**src/control_pkg.sv**
```systemverilog
package control_pkg;

  // Command and response widths
  parameter int CMD_ADDR_W = 6;
  parameter int CMD_DATA_W = 32;
  parameter int RESP_W     = 40;
  parameter int ADC_W      = 12;

  // Decoded command addresses
  parameter logic [CMD_ADDR_W-1:0] CMD_KEYING    = 6'h09;
  parameter logic [CMD_ADDR_W-1:0] CMD_HL2_RESET = 6'h3a;

  // Reported when the subsystem was busy at ack time
  parameter logic [CMD_ADDR_W-1:0] RESP_ERR_ADDR = 6'h3f;

  typedef enum logic [1:0] {
    RESP_START = 2'b00,
    RESP_ACK   = 2'b01,
    RESP_READ  = 2'b11,
    RESP_WAIT  = 2'b10
  } resp_state_t;

  typedef enum logic [2:0] {
    FAN_OFF      = 3'b000,
    FAN_LOW      = 3'b001,
    FAN_MED      = 3'b011,
    FAN_FULL     = 3'b010,
    FAN_OVERHEAT = 3'b110
  } fan_state_t;

  // Sensor code is ((T*0.01)+0.5)/3.26*4096
  parameter logic [ADC_W-1:0] TEMP_30C = 12'h3ED;
  parameter logic [ADC_W-1:0] TEMP_35C = 12'h42B;
  parameter logic [ADC_W-1:0] TEMP_40C = 12'h46B;
  parameter logic [ADC_W-1:0] TEMP_45C = 12'h4AA;
  parameter logic [ADC_W-1:0] TEMP_50C = 12'h4E8;
  parameter logic [ADC_W-1:0] TEMP_55C = 12'h527;

  typedef struct packed {
    logic                  flag;
    logic [CMD_ADDR_W-1:0] addr;
    logic                  ptt;
    logic [CMD_DATA_W-1:0] data;
  } resp_cmd_t;

  typedef struct packed {
    logic [2:0]  zero;
    logic [1:0]  slot;
    logic        cw_key;
    logic        rsvd;
    logic        ptt;
    logic [31:0] payload;
  } resp_status_t;

  // One response word, read as command echo or as status slot
  typedef union packed {
    resp_cmd_t    cmd;
    resp_status_t status;
  } resp_word_t;

endpackage

```
**src/tick_timer.sv**
```systemverilog
`timescale 1ns/1ps

module tick_timer #(
  parameter int QMSEC_RELOAD = 625
) (
  input  logic clk,
  input  logic slow_adc_rst,
  output logic qmsec_pulse_o,
  output logic msec_pulse_o
);

  localparam int CNT_W = $clog2(QMSEC_RELOAD + 1);

  logic [CNT_W-1:0] qms_cnt;
  logic [1:0]       ms_cnt;

  // Quarter tick when the down counter runs out
  assign qmsec_pulse_o = (qms_cnt == '0);
  assign msec_pulse_o  = qmsec_pulse_o & (&ms_cnt);

  always_ff @(posedge clk) begin
    if (slow_adc_rst) begin
      qms_cnt <= CNT_W'(QMSEC_RELOAD);
      ms_cnt  <= 2'b00;
    end else begin
      if (qmsec_pulse_o) begin
        qms_cnt <= CNT_W'(QMSEC_RELOAD);
        // Wraps 0 -> 3 on the first tick, so msec lands on the second
        ms_cnt  <= ms_cnt - 2'b01;
      end else begin
        qms_cnt <= qms_cnt - 1'b1;
      end
    end
  end

  // Quarter tick lasts a single cycle
  a_qmsec_single : assert property (
    @(posedge clk) disable iff (slow_adc_rst)
    qmsec_pulse_o |=> !qmsec_pulse_o
  );

endmodule

```
**src/resp_fsm.sv**
```systemverilog
`timescale 1ns/1ps

module resp_fsm (
  input  logic                               clk,
  input  logic                               slow_adc_rst,
  input  logic                               cmd_rqst_i,
  input  logic                               cmd_requires_resp_i,
  input  logic [control_pkg::CMD_ADDR_W-1:0] cmd_addr_i,
  input  logic [control_pkg::CMD_DATA_W-1:0] cmd_data_i,
  input  logic                               sub_ack_i,
  input  logic [control_pkg::CMD_DATA_W-1:0] sub_resp_data_i,
  input  logic                               resp_rqst_i,
  output logic                               cmd_slot_o,
  output logic                               adc_sample_o,
  output logic [control_pkg::CMD_ADDR_W-1:0] resp_addr_o,
  output logic [control_pkg::CMD_DATA_W-1:0] resp_data_o
);

  import control_pkg::*;

  resp_state_t           state;
  resp_state_t           state_next;
  logic [CMD_ADDR_W-1:0] addr_q;
  logic [CMD_ADDR_W-1:0] addr_next;
  logic [CMD_DATA_W-1:0] data_q;
  logic [CMD_DATA_W-1:0] data_next;
  logic                  resp_odd;
  logic                  cmd_qual;

  assign cmd_qual = cmd_rqst_i & cmd_requires_resp_i;

  // Odd requests sample the ADC, even ones may carry the queued response
  assign adc_sample_o = resp_rqst_i & resp_odd;
  assign cmd_slot_o   = resp_rqst_i & ~resp_odd & (state == RESP_WAIT);

  assign resp_addr_o = addr_q;
  assign resp_data_o = data_q;

  always_ff @(posedge clk) begin
    if (slow_adc_rst) begin
      state    <= RESP_START;
      resp_odd <= 1'b0;
    end else begin
      state <= state_next;
      if (resp_rqst_i) begin
        resp_odd <= ~resp_odd;
      end
    end
  end

  // Single-entry queued response
  always_ff @(posedge clk) begin
    addr_q <= addr_next;
    data_q <= data_next;
  end

  always_comb begin
    state_next = state;
    addr_next  = addr_q;
    data_next  = data_q;

    case (state)
      RESP_START: begin
        if (cmd_qual) begin
          addr_next  = cmd_addr_i;
          data_next  = cmd_data_i;
          state_next = RESP_ACK;
        end
      end

      RESP_ACK: begin
        if (sub_ack_i) begin
          state_next = RESP_READ;
        end else begin
          // subsystem busy, answer with the error address
          addr_next  = RESP_ERR_ADDR;
          state_next = RESP_WAIT;
        end
      end

      RESP_READ: begin
        // Ack stays low until read data is final
        if (!sub_ack_i) begin
          data_next = sub_resp_data_i;
        end else begin
          state_next = RESP_WAIT;
        end
      end

      RESP_WAIT: begin
        if (cmd_slot_o) begin
          if (cmd_qual) begin
            addr_next  = cmd_addr_i;
            data_next  = cmd_data_i;
            state_next = RESP_ACK;
          end else begin
            state_next = RESP_START;
          end
        end
      end

      default: begin
        state_next = RESP_START;
      end
    endcase
  end

  // A waiting response is not overwritten before its slot comes
  a_queue_held : assert property (
    @(posedge clk) disable iff (slow_adc_rst)
    (state == RESP_WAIT && !cmd_slot_o) |=> ($stable(addr_q) && $stable(data_q))
  );

endmodule

```
**src/telemetry_frame.sv**
```systemverilog
`timescale 1ns/1ps

module telemetry_frame #(
  parameter logic [7:0] VERSION_MAJOR = 8'h00
) (
  input  logic                               clk,
  input  logic                               slow_adc_rst,
  input  logic                               resp_rqst_i,
  input  logic                               cmd_slot_i,
  input  logic [control_pkg::CMD_ADDR_W-1:0] resp_addr_i,
  input  logic [control_pkg::CMD_DATA_W-1:0] resp_data_i,
  input  logic                               ptt_i,
  input  logic                               rxclip_i,
  input  logic [7:0]                         dsiq_status_i,
  input  logic [control_pkg::ADC_W-1:0]      temperature_i,
  input  logic [control_pkg::ADC_W-1:0]      fwd_pwr_i,
  input  logic [control_pkg::ADC_W-1:0]      rev_pwr_i,
  input  logic [control_pkg::ADC_W-1:0]      bias_current_i,
  output logic [control_pkg::RESP_W-1:0]     resp_o,
  output logic                               dsiq_sample_o
);

  import control_pkg::*;

  localparam logic [7:0] STATUS_ID = 8'h1E;
  localparam int         PAD_W     = 16 - ADC_W;

  resp_word_t  resp_q;
  logic [1:0]  slot_q;
  logic [1:0]  clip_cnt;
  logic [31:0] status_payload;

  assign resp_o = resp_q;

  // Payload of the slot that the next request will send
  always_comb begin
    case (slot_q)
      2'b00: status_payload = {STATUS_ID, &clip_cnt, 7'h00, dsiq_status_i, VERSION_MAJOR};
      2'b01: status_payload = {{PAD_W{1'b0}}, temperature_i, {PAD_W{1'b0}}, fwd_pwr_i};
      2'b10: status_payload = {{PAD_W{1'b0}}, rev_pwr_i, {PAD_W{1'b0}}, bias_current_i};
      default: status_payload = 32'h0000_0000;
    endcase
  end

  always_ff @(posedge clk) begin
    if (slow_adc_rst) begin
      resp_q        <= {8'h00, STATUS_ID, 16'h0000, VERSION_MAJOR};
      slot_q        <= 2'b00;
      clip_cnt      <= 2'b00;
      dsiq_sample_o <= 1'b0;
    end else if (resp_rqst_i) begin
      // Slot advances even when a command response takes its place
      slot_q   <= slot_q + 2'b01;
      clip_cnt <= 2'b00;
      if (slot_q == 2'b01) begin
        dsiq_sample_o <= ~dsiq_sample_o;
      end
      if (cmd_slot_i) begin
        resp_q.cmd.flag <= 1'b1;
        resp_q.cmd.addr <= resp_addr_i;
        resp_q.cmd.ptt  <= ptt_i;
        resp_q.cmd.data <= resp_data_i;
      end else begin
        resp_q.status.zero    <= 3'b000;
        resp_q.status.slot    <= slot_q;
        resp_q.status.cw_key  <= 1'b0;
        resp_q.status.rsvd    <= 1'b0;
        resp_q.status.ptt     <= ptt_i;
        resp_q.status.payload <= status_payload;
      end
    end else if (clip_cnt != 2'b11) begin
      // Saturates at three clip cycles
      clip_cnt <= clip_cnt + {1'b0, rxclip_i};
    end
  end

endmodule

```
**src/thermal_fan.sv**
```systemverilog
`timescale 1ns/1ps

module thermal_fan #(
  parameter int PWM_BITS = 16
) (
  input  logic                          clk,
  input  logic                          slow_adc_rst,
  input  logic                          adc_sample_i,
  input  logic [control_pkg::ADC_W-1:0] temperature_i,
  output logic                          fan_pwm_o,
  output logic                          temp_enabletx_o
);

  import control_pkg::*;

  fan_state_t          fan_state;
  fan_state_t          fan_state_next;
  fan_state_t          up_to;
  fan_state_t          dn_to;
  logic [1:0]          up_vote;
  logic [1:0]          up_vote_next;
  logic [1:0]          dn_vote;
  logic [1:0]          dn_vote_next;
  logic                up_hit;
  logic                dn_hit;
  logic [PWM_BITS-1:0] pwm_cnt;

  always_ff @(posedge clk) begin
    if (slow_adc_rst) begin
      fan_state <= FAN_OFF;
      up_vote   <= 2'b00;
      dn_vote   <= 2'b00;
      pwm_cnt   <= '0;
    end else begin
      pwm_cnt <= pwm_cnt + 1'b1;
      if (adc_sample_i) begin
        fan_state <= fan_state_next;
        up_vote   <= up_vote_next;
        dn_vote   <= dn_vote_next;
      end
    end
  end

  // Per state thresholds, neighbours and PWM duty
  always_comb begin
    up_hit          = 1'b0;
    dn_hit          = 1'b0;
    up_to           = fan_state;
    dn_to           = fan_state;
    fan_pwm_o       = 1'b0;
    temp_enabletx_o = 1'b1;

    case (fan_state)
      FAN_OFF: begin
        up_hit = temperature_i > TEMP_35C;
        up_to  = FAN_LOW;
      end
      FAN_LOW: begin
        up_hit    = temperature_i > TEMP_40C;
        dn_hit    = temperature_i < TEMP_30C;
        up_to     = FAN_MED;
        dn_to     = FAN_OFF;
        fan_pwm_o = pwm_cnt[PWM_BITS-1];
      end
      FAN_MED: begin
        up_hit    = temperature_i > TEMP_45C;
        dn_hit    = temperature_i < TEMP_35C;
        up_to     = FAN_FULL;
        dn_to     = FAN_LOW;
        // 75% duty
        fan_pwm_o = pwm_cnt[PWM_BITS-1] | pwm_cnt[PWM_BITS-2];
      end
      FAN_FULL: begin
        up_hit    = temperature_i > TEMP_55C;
        dn_hit    = temperature_i < TEMP_40C;
        up_to     = FAN_OVERHEAT;
        dn_to     = FAN_MED;
        fan_pwm_o = 1'b1;
      end
      FAN_OVERHEAT: begin
        dn_hit          = temperature_i < TEMP_50C;
        dn_to           = FAN_FULL;
        fan_pwm_o       = 1'b1;
        temp_enabletx_o = 1'b0;
      end
      default: begin
        up_to = FAN_OFF;
        dn_to = FAN_OFF;
      end
    endcase
  end

  // Votes decay by one per sample unless the reading keeps pushing
  always_comb begin
    up_vote_next = (up_vote == 2'b00) ? up_vote : up_vote - 2'b01;
    dn_vote_next = (dn_vote == 2'b00) ? dn_vote : dn_vote - 2'b01;
    if (up_hit) begin
      up_vote_next = up_vote + 2'b01;
    end else if (dn_hit) begin
      dn_vote_next = dn_vote + 2'b01;
    end

    fan_state_next = fan_state;
    if (&up_vote) begin
      fan_state_next = up_to;
    end else if (&dn_vote) begin
      fan_state_next = dn_to;
    end
  end

  // Fan speed moves one step at a time, neighbours differ in one bit
  a_state_one_step : assert property (
    @(posedge clk) disable iff (slow_adc_rst)
    (fan_state != $past(fan_state)) |-> $onehot(fan_state ^ $past(fan_state))
  );

endmodule

```
**src/tx_keying.sv**
```systemverilog
`timescale 1ns/1ps

module tx_keying (
  input  logic                               clk,
  input  logic                               slow_adc_rst,
  input  logic                               cmd_rqst_i,
  input  logic [control_pkg::CMD_ADDR_W-1:0] cmd_addr_i,
  input  logic [control_pkg::CMD_DATA_W-1:0] cmd_data_i,
  input  logic                               tx_on_i,
  input  logic                               tx_inhibit_i,
  input  logic                               run_i,
  input  logic                               temp_enabletx_i,
  output logic                               pa_inttr_o,
  output logic                               pa_exttr_o,
  output logic                               pwr_envop_o,
  output logic                               pwr_envpa_o,
  output logic                               pwr_envbias_o,
  output logic                               rffe_rfsw_sel_o,
  output logic                               hl2_reset_o
);

  import control_pkg::*;

  logic vna;
  logic pa_enable;
  logic tr_disable;
  logic hl2_reset_req;
  logic int_tx_on;
  logic pa_path;

  always_ff @(posedge clk) begin
    if (slow_adc_rst) begin
      vna           <= 1'b0;
      pa_enable     <= 1'b0;
      tr_disable    <= 1'b0;
      hl2_reset_req <= 1'b0;
    end else if (cmd_rqst_i) begin
      if (cmd_addr_i == CMD_KEYING) begin
        vna        <= cmd_data_i[23];
        pa_enable  <= cmd_data_i[19];
        tr_disable <= cmd_data_i[18];
      end else if (cmd_addr_i == CMD_HL2_RESET) begin
        hl2_reset_req <= cmd_data_i[0];
      end
    end
  end

  assign int_tx_on = tx_on_i & ~tx_inhibit_i & run_i & temp_enabletx_i;

  // PA only in use outside VNA mode
  assign pa_path = ~vna & pa_enable;

  assign pa_exttr_o      = int_tx_on;
  assign pwr_envop_o     = int_tx_on;
  assign pwr_envpa_o     = int_tx_on & pa_path;
  assign pwr_envbias_o   = int_tx_on & pa_path;
  assign pa_inttr_o      = int_tx_on & ~vna & (pa_enable | ~tr_disable);
  assign rffe_rfsw_sel_o = pa_path;

  // Reload from flash only while the host is not running
  assign hl2_reset_o = hl2_reset_req & ~run_i;

endmodule

```
**src/control_top.sv**
```systemverilog
`timescale 1ns/1ps

module control_top #(
  parameter int         QMSEC_RELOAD  = 625,
  parameter int         PWM_BITS      = 16,
  parameter logic [7:0] VERSION_MAJOR = 8'h00
) (
  input  logic                               clk,
  input  logic                               slow_adc_rst,
  input  logic                               cmd_rqst_i,
  input  logic                               cmd_requires_resp_i,
  input  logic [control_pkg::CMD_ADDR_W-1:0] cmd_addr_i,
  input  logic [control_pkg::CMD_DATA_W-1:0] cmd_data_i,
  input  logic                               sub_ack_i,
  input  logic [control_pkg::CMD_DATA_W-1:0] sub_resp_data_i,
  input  logic                               resp_rqst_i,
  output logic [control_pkg::RESP_W-1:0]     resp_o,
  input  logic                               cw_on_i,
  input  logic                               rxclip_i,
  input  logic [7:0]                         dsiq_status_i,
  output logic                               dsiq_sample_o,
  input  logic [control_pkg::ADC_W-1:0]      temperature_i,
  input  logic [control_pkg::ADC_W-1:0]      fwd_pwr_i,
  input  logic [control_pkg::ADC_W-1:0]      rev_pwr_i,
  input  logic [control_pkg::ADC_W-1:0]      bias_current_i,
  input  logic                               tx_on_i,
  input  logic                               tx_inhibit_i,
  input  logic                               run_i,
  output logic                               fan_pwm_o,
  output logic                               pa_inttr_o,
  output logic                               pa_exttr_o,
  output logic                               pwr_envop_o,
  output logic                               pwr_envpa_o,
  output logic                               pwr_envbias_o,
  output logic                               rffe_rfsw_sel_o,
  output logic                               hl2_reset_o,
  output logic                               qmsec_pulse_o,
  output logic                               msec_pulse_o
);

  import control_pkg::*;

  logic                  cmd_slot;
  logic                  adc_sample;
  logic [CMD_ADDR_W-1:0] resp_addr;
  logic [CMD_DATA_W-1:0] resp_data;
  logic                  temp_enabletx;

  tick_timer #(
    .QMSEC_RELOAD(QMSEC_RELOAD)
  ) tick_timer_inst (
    .clk,
    .slow_adc_rst,
    .qmsec_pulse_o,
    .msec_pulse_o
  );

  resp_fsm resp_fsm_inst (
    .clk,
    .slow_adc_rst,
    .cmd_rqst_i,
    .cmd_requires_resp_i,
    .cmd_addr_i,
    .cmd_data_i,
    .sub_ack_i,
    .sub_resp_data_i,
    .resp_rqst_i,
    .cmd_slot_o   (cmd_slot),
    .adc_sample_o (adc_sample),
    .resp_addr_o  (resp_addr),
    .resp_data_o  (resp_data)
  );

  // PTT flag in the response comes straight from the CW/PTT input
  telemetry_frame #(
    .VERSION_MAJOR(VERSION_MAJOR)
  ) telemetry_frame_inst (
    .clk,
    .slow_adc_rst,
    .resp_rqst_i,
    .cmd_slot_i  (cmd_slot),
    .resp_addr_i (resp_addr),
    .resp_data_i (resp_data),
    .ptt_i       (cw_on_i),
    .rxclip_i,
    .dsiq_status_i,
    .temperature_i,
    .fwd_pwr_i,
    .rev_pwr_i,
    .bias_current_i,
    .resp_o,
    .dsiq_sample_o
  );

  thermal_fan #(
    .PWM_BITS(PWM_BITS)
  ) thermal_fan_inst (
    .clk,
    .slow_adc_rst,
    .adc_sample_i    (adc_sample),
    .temperature_i,
    .fan_pwm_o,
    .temp_enabletx_o (temp_enabletx)
  );

  tx_keying tx_keying_inst (
    .clk,
    .slow_adc_rst,
    .cmd_rqst_i,
    .cmd_addr_i,
    .cmd_data_i,
    .tx_on_i,
    .tx_inhibit_i,
    .run_i,
    .temp_enabletx_i (temp_enabletx),
    .pa_inttr_o,
    .pa_exttr_o,
    .pwr_envop_o,
    .pwr_envpa_o,
    .pwr_envbias_o,
    .rffe_rfsw_sel_o,
    .hl2_reset_o
  );

endmodule

```
**config.mk**
```make
export PLATFORM = sky130hd
export DESIGN_NAME = control_top
export DESIGN_NICKNAME = d
export VERILOG_FILES = /design/src/control_pkg.sv /design/src/tick_timer.sv /design/src/resp_fsm.sv /design/src/telemetry_frame.sv /design/src/thermal_fan.sv /design/src/tx_keying.sv /design/src/control_top.sv
export SDC_FILE = /design/constraint.sdc
export NUM_CORES = 1
export LEC_CHECK = 0
export ABC_AREA = 1
export BUFFER_PORTS_ARGS = -buffer_cell sky130_fd_sc_hd__clkbuf_2
export CORE_ASPECT_RATIO = 0.7
export CORE_MARGIN = 2
export CORE_UTILIZATION = 30
export CTS_CLUSTER_DIAMETER = 30
export DETAILED_ROUTE_END_ITERATION = 7
export PLACE_DENSITY = 0.56
export SKIP_LAST_GASP = 1
export SYNTH_ARGS = -nofsm -noshare
export SYNTH_HDL_FRONTEND = slang
export SYNTH_SLANG_ARGS = --single-unit
```
**constraint.sdc**
```tcl
create_clock -name clk -period 3.3 [get_ports clk]
set_input_delay 0.33 -clock clk [delete_from_list [all_inputs] [get_ports clk]]
set_output_delay 0.33 -clock clk [all_outputs]
set_load 0.005 [all_outputs]
```
Yosys cells after proc, flatten, opt, wreduce, memory -nomap -nowiden
Index checks and enable logic that the tools add are counted.
{"block": "totals", "ramBits": 0, "mem_bits_ro": 0, "register_bits": 125, "mem_count": 0, "latch_bits": 0, "input_bits": 137, "output_inout_bits": 51, "word_cells": 130}
{"block": "classes", "n_lt_le_gt_ge": 8, "div": 0, "n_shift": 0, "addsub": 9, "n_bitwise": 22, "reduce_logical": 24, "eq_ne": 20, "n_mux": 29, "mul": 0}
{"cell": "32-bit 2-to-1 mux", "count": 3}
{"cell": "32-bit one-hot mux with 3 select lines", "count": 1}
{"cell": "29-bit one-hot mux with 3 select lines", "count": 1}
{"cell": "12-bit by 11-bit > comparator with 1-bit output, second input constant", "count": 4}
{"cell": "40-bit 2-to-1 mux", "count": 1}
{"cell": "12-bit by 11-bit less-than comparator with 1-bit output, second input constant", "count": 3}
{"cell": "6-bit 2-to-1 mux", "count": 3}
{"cell": "6-bit one-hot mux with 3 select lines", "count": 1}
{"cell": "16-bit by 1-bit adder with 16-bit output, second input constant", "count": 1}
{"cell": "2-bit 2-to-1 mux", "count": 8}
{"cell": "3-bit one-hot mux with 5 select lines", "count": 1}
{"cell": "2-bit AND reduction", "count": 7}
{"cell": "1-bit AND", "count": 13}
{"cell": "12-bit by 10-bit less-than comparator with 1-bit output, second input constant", "count": 1}
{"cell": "2-bit inequality test, second input constant", "count": 6}
{"cell": "3-bit one-hot mux with 4 select lines", "count": 1}
{"cell": "3-bit AND reduction", "count": 4}
{"cell": "10-bit zero test", "count": 1}
{"cell": "10-bit by 1-bit subtractor with 10-bit output, second input constant", "count": 1}
{"cell": "2-bit zero test", "count": 4}
{"cell": "1-bit one-hot mux with 4 select lines", "count": 2}
{"cell": "2-bit one-hot mux with 4 select lines", "count": 1}
{"cell": "1-bit NOT", "count": 7}
{"cell": "2-bit by 1-bit adder with 2-bit output, second input constant", "count": 3}
{"cell": "19 further kinds", "count": 34}

Longest topological paths before layout
{"block": "depth", "word_depth": 6, "mapped_depth": 12, "depth_no_buf": 12}

By module
A second synthesis with hierarchy kept.
{"block": "hier_totals", "cells_unflattened": 935, "area_unflattened_um2": 6687.7}
{"mod": "telemetry_frame", "seq_area_each_um2": 900.9, "n_inst": 1, "area_each_um2": 2336.0, "cells_each": 353}
{"mod": "resp_fsm", "seq_area_each_um2": 1201.2, "n_inst": 1, "area_each_um2": 1883.1, "cells_each": 199}
{"mod": "thermal_fan", "seq_area_each_um2": 460.4, "n_inst": 1, "area_each_um2": 1517.7, "cells_each": 242}
{"mod": "tick_timer", "seq_area_each_um2": 240.2, "n_inst": 1, "area_each_um2": 633.1, "cells_each": 87}
{"mod": "tx_keying", "seq_area_each_um2": 80.1, "n_inst": 1, "area_each_um2": 317.8, "cells_each": 54}

Worst setup path after synthesis
OpenSTA, ideal clock, no wires.
{"block": "synth_path", "kind": "input to register", "start": "input cmd_rqst_i", "end": "register resp_fsm_inst.data_q[0] (netlist: resp_fsm_inst.resp_data_o[0]), enable pin", "required_ns": 2.879, "setup_time_ns": 0.421, "path_stages": 4, "path_slack_ns": 0.818, "n_path_buf": 0, "arrival_time_ns": 2.061, "cell_sequence": "nand2_1 > inv_1 > a21oi_1 > nor2_1"}
{"item": "from (decl)", "line": "control_top.sv:10", "text": "input logic cmd_rqst_i,"}
{"item": "to (signal assigned)", "line": "resp_fsm.sv:54", "text": "data_q <= data_next;"}
{"item": "to (decl)", "line": "resp_fsm.sv:25", "text": "logic [CMD_DATA_W-1:0] data_q;"}

Final worst setup path
{"block": "layout_path", "start": "register thermal_fan_inst.fan_state[1]", "end": "output pwr_envbias_o"}
{"block": "layout_via", "elab_chain_cells": 4}
{"item": "from (decl)", "line": "thermal_fan.sv:16", "text": "fan_state_t fan_state;"}
{"item": "from (signal assigned)", "line": "thermal_fan.sv:37", "text": "fan_state <= fan_state_next;"}
{"item": "3-bit equality test", "line": "thermal_fan.sv:53", "text": "case (fan_state)"}
{"item": "1-bit 2-to-1 mux", "line": "thermal_fan.sv:53"}
{"item": "1-bit AND", "line": "tx_keying.sv:48", "text": "assign int_tx_on = tx_on_i & ~tx_inhibit_i & run_i & temp_enabletx_i;"}
{"item": "1-bit AND", "line": "tx_keying.sv:56", "text": "assign pwr_envbias_o = int_tx_on & pa_path;"}
{"item": "to (decl)", "line": "control_top.sv:34", "text": "output logic pwr_envbias_o,"}
No other way between the ends.

==> results.md <==
- Crit path arrival time: 1.84 ns
- Clk slew on worst S/H paths: 0.06 ns
- Reg2reg path depth: 6
- Worst path slowest cell: dfxtp_1
- Antenna diode count: 0
- Die height: 125 um
- First drt pass iteration count: 5
- FF-to-FF End: telemetry_frame_inst.resp_o[22]
- CP max stage delay: 0.35 ns
- Setup WS pre-CTS: 1.18 ns
- Register area share after synthesis: 0.460
- DR vias/cell: 4.75
- Endpoints failing hold: 0
- HPWL after DPL: 14400 um
- Final nets: 1141
- 1st-iter DRT viols: 381
- WHS: 0.126 ns
- WL/cell: 14.8 um
- Total global routing overflow: 0
- Synth area leaders: dfxtp_1 28%, edfxtp_1 18%, nand2_1 15%
- Aggregate routed wire length: 18900 um
- Post-layout power: 3960 uW
- Clk_lat worst skew: 0.42 ns
- Synthesized flop and latch total: 125
- Port Buffer Count: 187
- Clock Skews: 0.00773 ns
- Sw Ratio: 0.274
- Die Wd: 177 um
- Share of synthesized registers carrying an async set or reset: 0
- Core Area: 20600 sq um
- Fillers: 2169
- Vias: 6079
- GP Congestion: 0.848
- CTS Buf Count: 17
- Final worst slack: 1.13 ns
- Final Setup Violations: 0
- Most frequent cells in the layout: 249 x nand2_1, 187 x clkbuf_2, 87 x dfxtp_1, 69 x inv_1, 67 x o21ai_0
- Clk pwr share: 0.437
- Hold Path Origin: cw_on_i
- Worst Setup EP: pwr_envbias_o
- Post-route setup TNS: 0 ns
- Slew headroom: 0.306
- Seq pwr share: 0.444
- Fin. max-slew vios: 0
- Max cap viols: 0
- Worst VDD drop: 361 uV
- Worst Hold Class: in -> reg
- Syn_nets: 961
- Final min period: 2.17 ns
- First-pass GRT wire length: 30200 um
- Vias in the first global route: 5766
- CTS tree: done
- Internal power: 2880 uW
- Setup crit end kind: output pin
- Post-DRT Antenna Nets: 0
- Synth-to-Final Area Change: 27.7%
- DRC viols: 0
- Commonest non-fill, non-tap cell in the layout: nand2_1
- Reg2reg start: telemetry_frame_inst.slot_q[0]
- RSZ-0062 raised after global routing: no
- Fmax: 461 MHz
- Post-cts gate resize count: 0
- Period utilization: 0.657
- Slew @ Worst Pin: 1.04 ns
- Effective utilization at floorplan: 0.304
- Area of the die: 22100 sq um
- Post-synthesis cell count: 812
- I/O pin cnt: 188
- Core Rows: 44
- Bufs on Longest Clock Path: 2
- # hold bufs at CTS: 0
- Critical path's top delay family: simple AND/OR/NAND/NOR gates
- Critical path class: reg -> out
- Postcts setup bufs: 0
- Comb power frac: 0.119
- R2r setup slk: 1.35 ns
- Synthesis Warnings: 0
- Outcome: finished clean
- Switch Pwr: 1090 uW
- Worst path cell trace: inv_2, nor2_2, nand2_1, inv_1, nor4b_2, nand2_1, nor2_1, clkbuf_2
- Clock sinks: 125
- Worst path depth: 8
- Gr usage total: 0.178
- CP Launch Type: flip-flop
- Cell taking the most area after synthesis: dfxtp_1
- Syn Area/Cell: 7.71 sq um
- H-tree Lvls: 4
- Buf+Inv Stages, Crit Path: 3
- Pwr/cell area: 496 nW/um^2
- Setup crit start: thermal_fan_inst.fan_state[1]
- Clock Tree Root: clkbuf_16
- Mapped Area: 6260 sq um
- Layout cell share with drive strength beyond 1: 0.270
- Largest net degree at the start of global routing: 38
- Cell variety after synth: 46
- Util after Layout: 0.388
- Post-synth EDFFs: 38
- CP required: 2.97 ns
- Top-area cell type share of the netlist area: 0.278
- Maximum fanout along the worst path: 4
- Static Leak: 0.00364 uW
- Initial antenna violation count: 0
- Cell mode on critical path: nand2_1
- Top_reg_cell synth: dfxtp_1
[layout make-up]
cell class	count	area (sq um)	area share
sequential	125	2880	0.361
clock inverter	14	109	0.0136
timing repair buffer	195	996	0.125
multi-input combinational	575	2930	0.366
inverter	78	293	0.0366
tap	276	345	0.0432
clock buffer	18	439	0.0549
[layer usage]
metal / share of wire / global-route usage / vias to the layer above
met2: 0.42 / 0.253 / 205
met1: 0.51 / 0.259 / 2791
met3: 0.067 / 0.0488 / 17
li1: - / - / 3066
met5: 0 / 0 / -
met4: 0.011 / 0.0564 / 0
[power groups by stage]
stage / sequential (uW) / clock, uW / combinational (uW)
global placement: 1790 / 0 / 468
CTS: 1760 / 1780 / 474
finish: 1760 / 1730 / 471
global route: 1770 / 1850 / 532
floorplan: 1770 / 0 / 256
detailed placement: 1790 / 0 / 473
[cells in the mapped netlist, types with 4 or more instances]
| cell | count |
|---|---|
| inv_2 | 8 |
| a22o_1 | 11 |
| nor2_1 | 65 |
| buf_2 | 8 |
| o21ai_1 | 4 |
| a32o_1 | 7 |
| ha_1 | 12 |
| dfxtp_1 | 87 |
| nand3_1 | 31 |
| buf_4 | 5 |
| nand2_1 | 249 |
| nor3_1 | 5 |
| o21ai_0 | 67 |
| nor2_2 | 9 |
| a211oi_1 | 4 |
| edfxtp_1 | 38 |
| a31oi_1 | 31 |
| clkbuf_1 | 19 |
| inv_1 | 69 |
| nand2_2 | 5 |
| a21oi_1 | 32 |
| o211ai_1 | 4 |
[through the flow]
stage                     instance area, sq um  instances
after global placement                    7450       1249
after detailed placement                  7450       1249
after global routing                      7990       1281
after floorplan                           6260        812
final                                     7990       1281
after CTS                                 7990       1281
[worst min-delay path by stage]
| stage | slack [ns] | cells after the start | to |
|---|---|---|---|
| floorplan | 0.40 | 1 | tick_timer_inst.qms_cnt[0] |
| global placement | 0.43 | 1 | tick_timer_inst.qms_cnt[0] |
| detailed placement | 0.43 | 1 | tick_timer_inst.qms_cnt[0] |
| CTS | 0.11 | 2 | telemetry_frame_inst.resp_o[32] |
| global route | 0.13 | 2 | telemetry_frame_inst.resp_o[32] |
| finish | 0.13 | 2 | telemetry_frame_inst.resp_o[32] |
[logic make-up (layout without fill, tap and decap cells)]
family,count (synthesis),after routing,share of synthesized area
xor gates and xnor gates,6,6,0.00839
DFF,125,125,0.460
adders and majority gates,12,12,0.0240
and+or+nand+nor,386,386,0.271
buffers and inverters,112,305,0.0729
AOI/OAI and AO/OA,171,171,0.163
[sequential cells by signal, indices dropped and copies added, names as in the netlist, 3 cells and up]
register,cells
telemetry_frame_inst.resp_o,40
tick_timer_inst.qms_cnt,10
resp_fsm_inst.resp_data_o,32
thermal_fan_inst.pwm_cnt,16
resp_fsm_inst.resp_addr_o,6
thermal_fan_inst.fan_state,3
No activity file was read; power rests on OpenSTA's default activity.
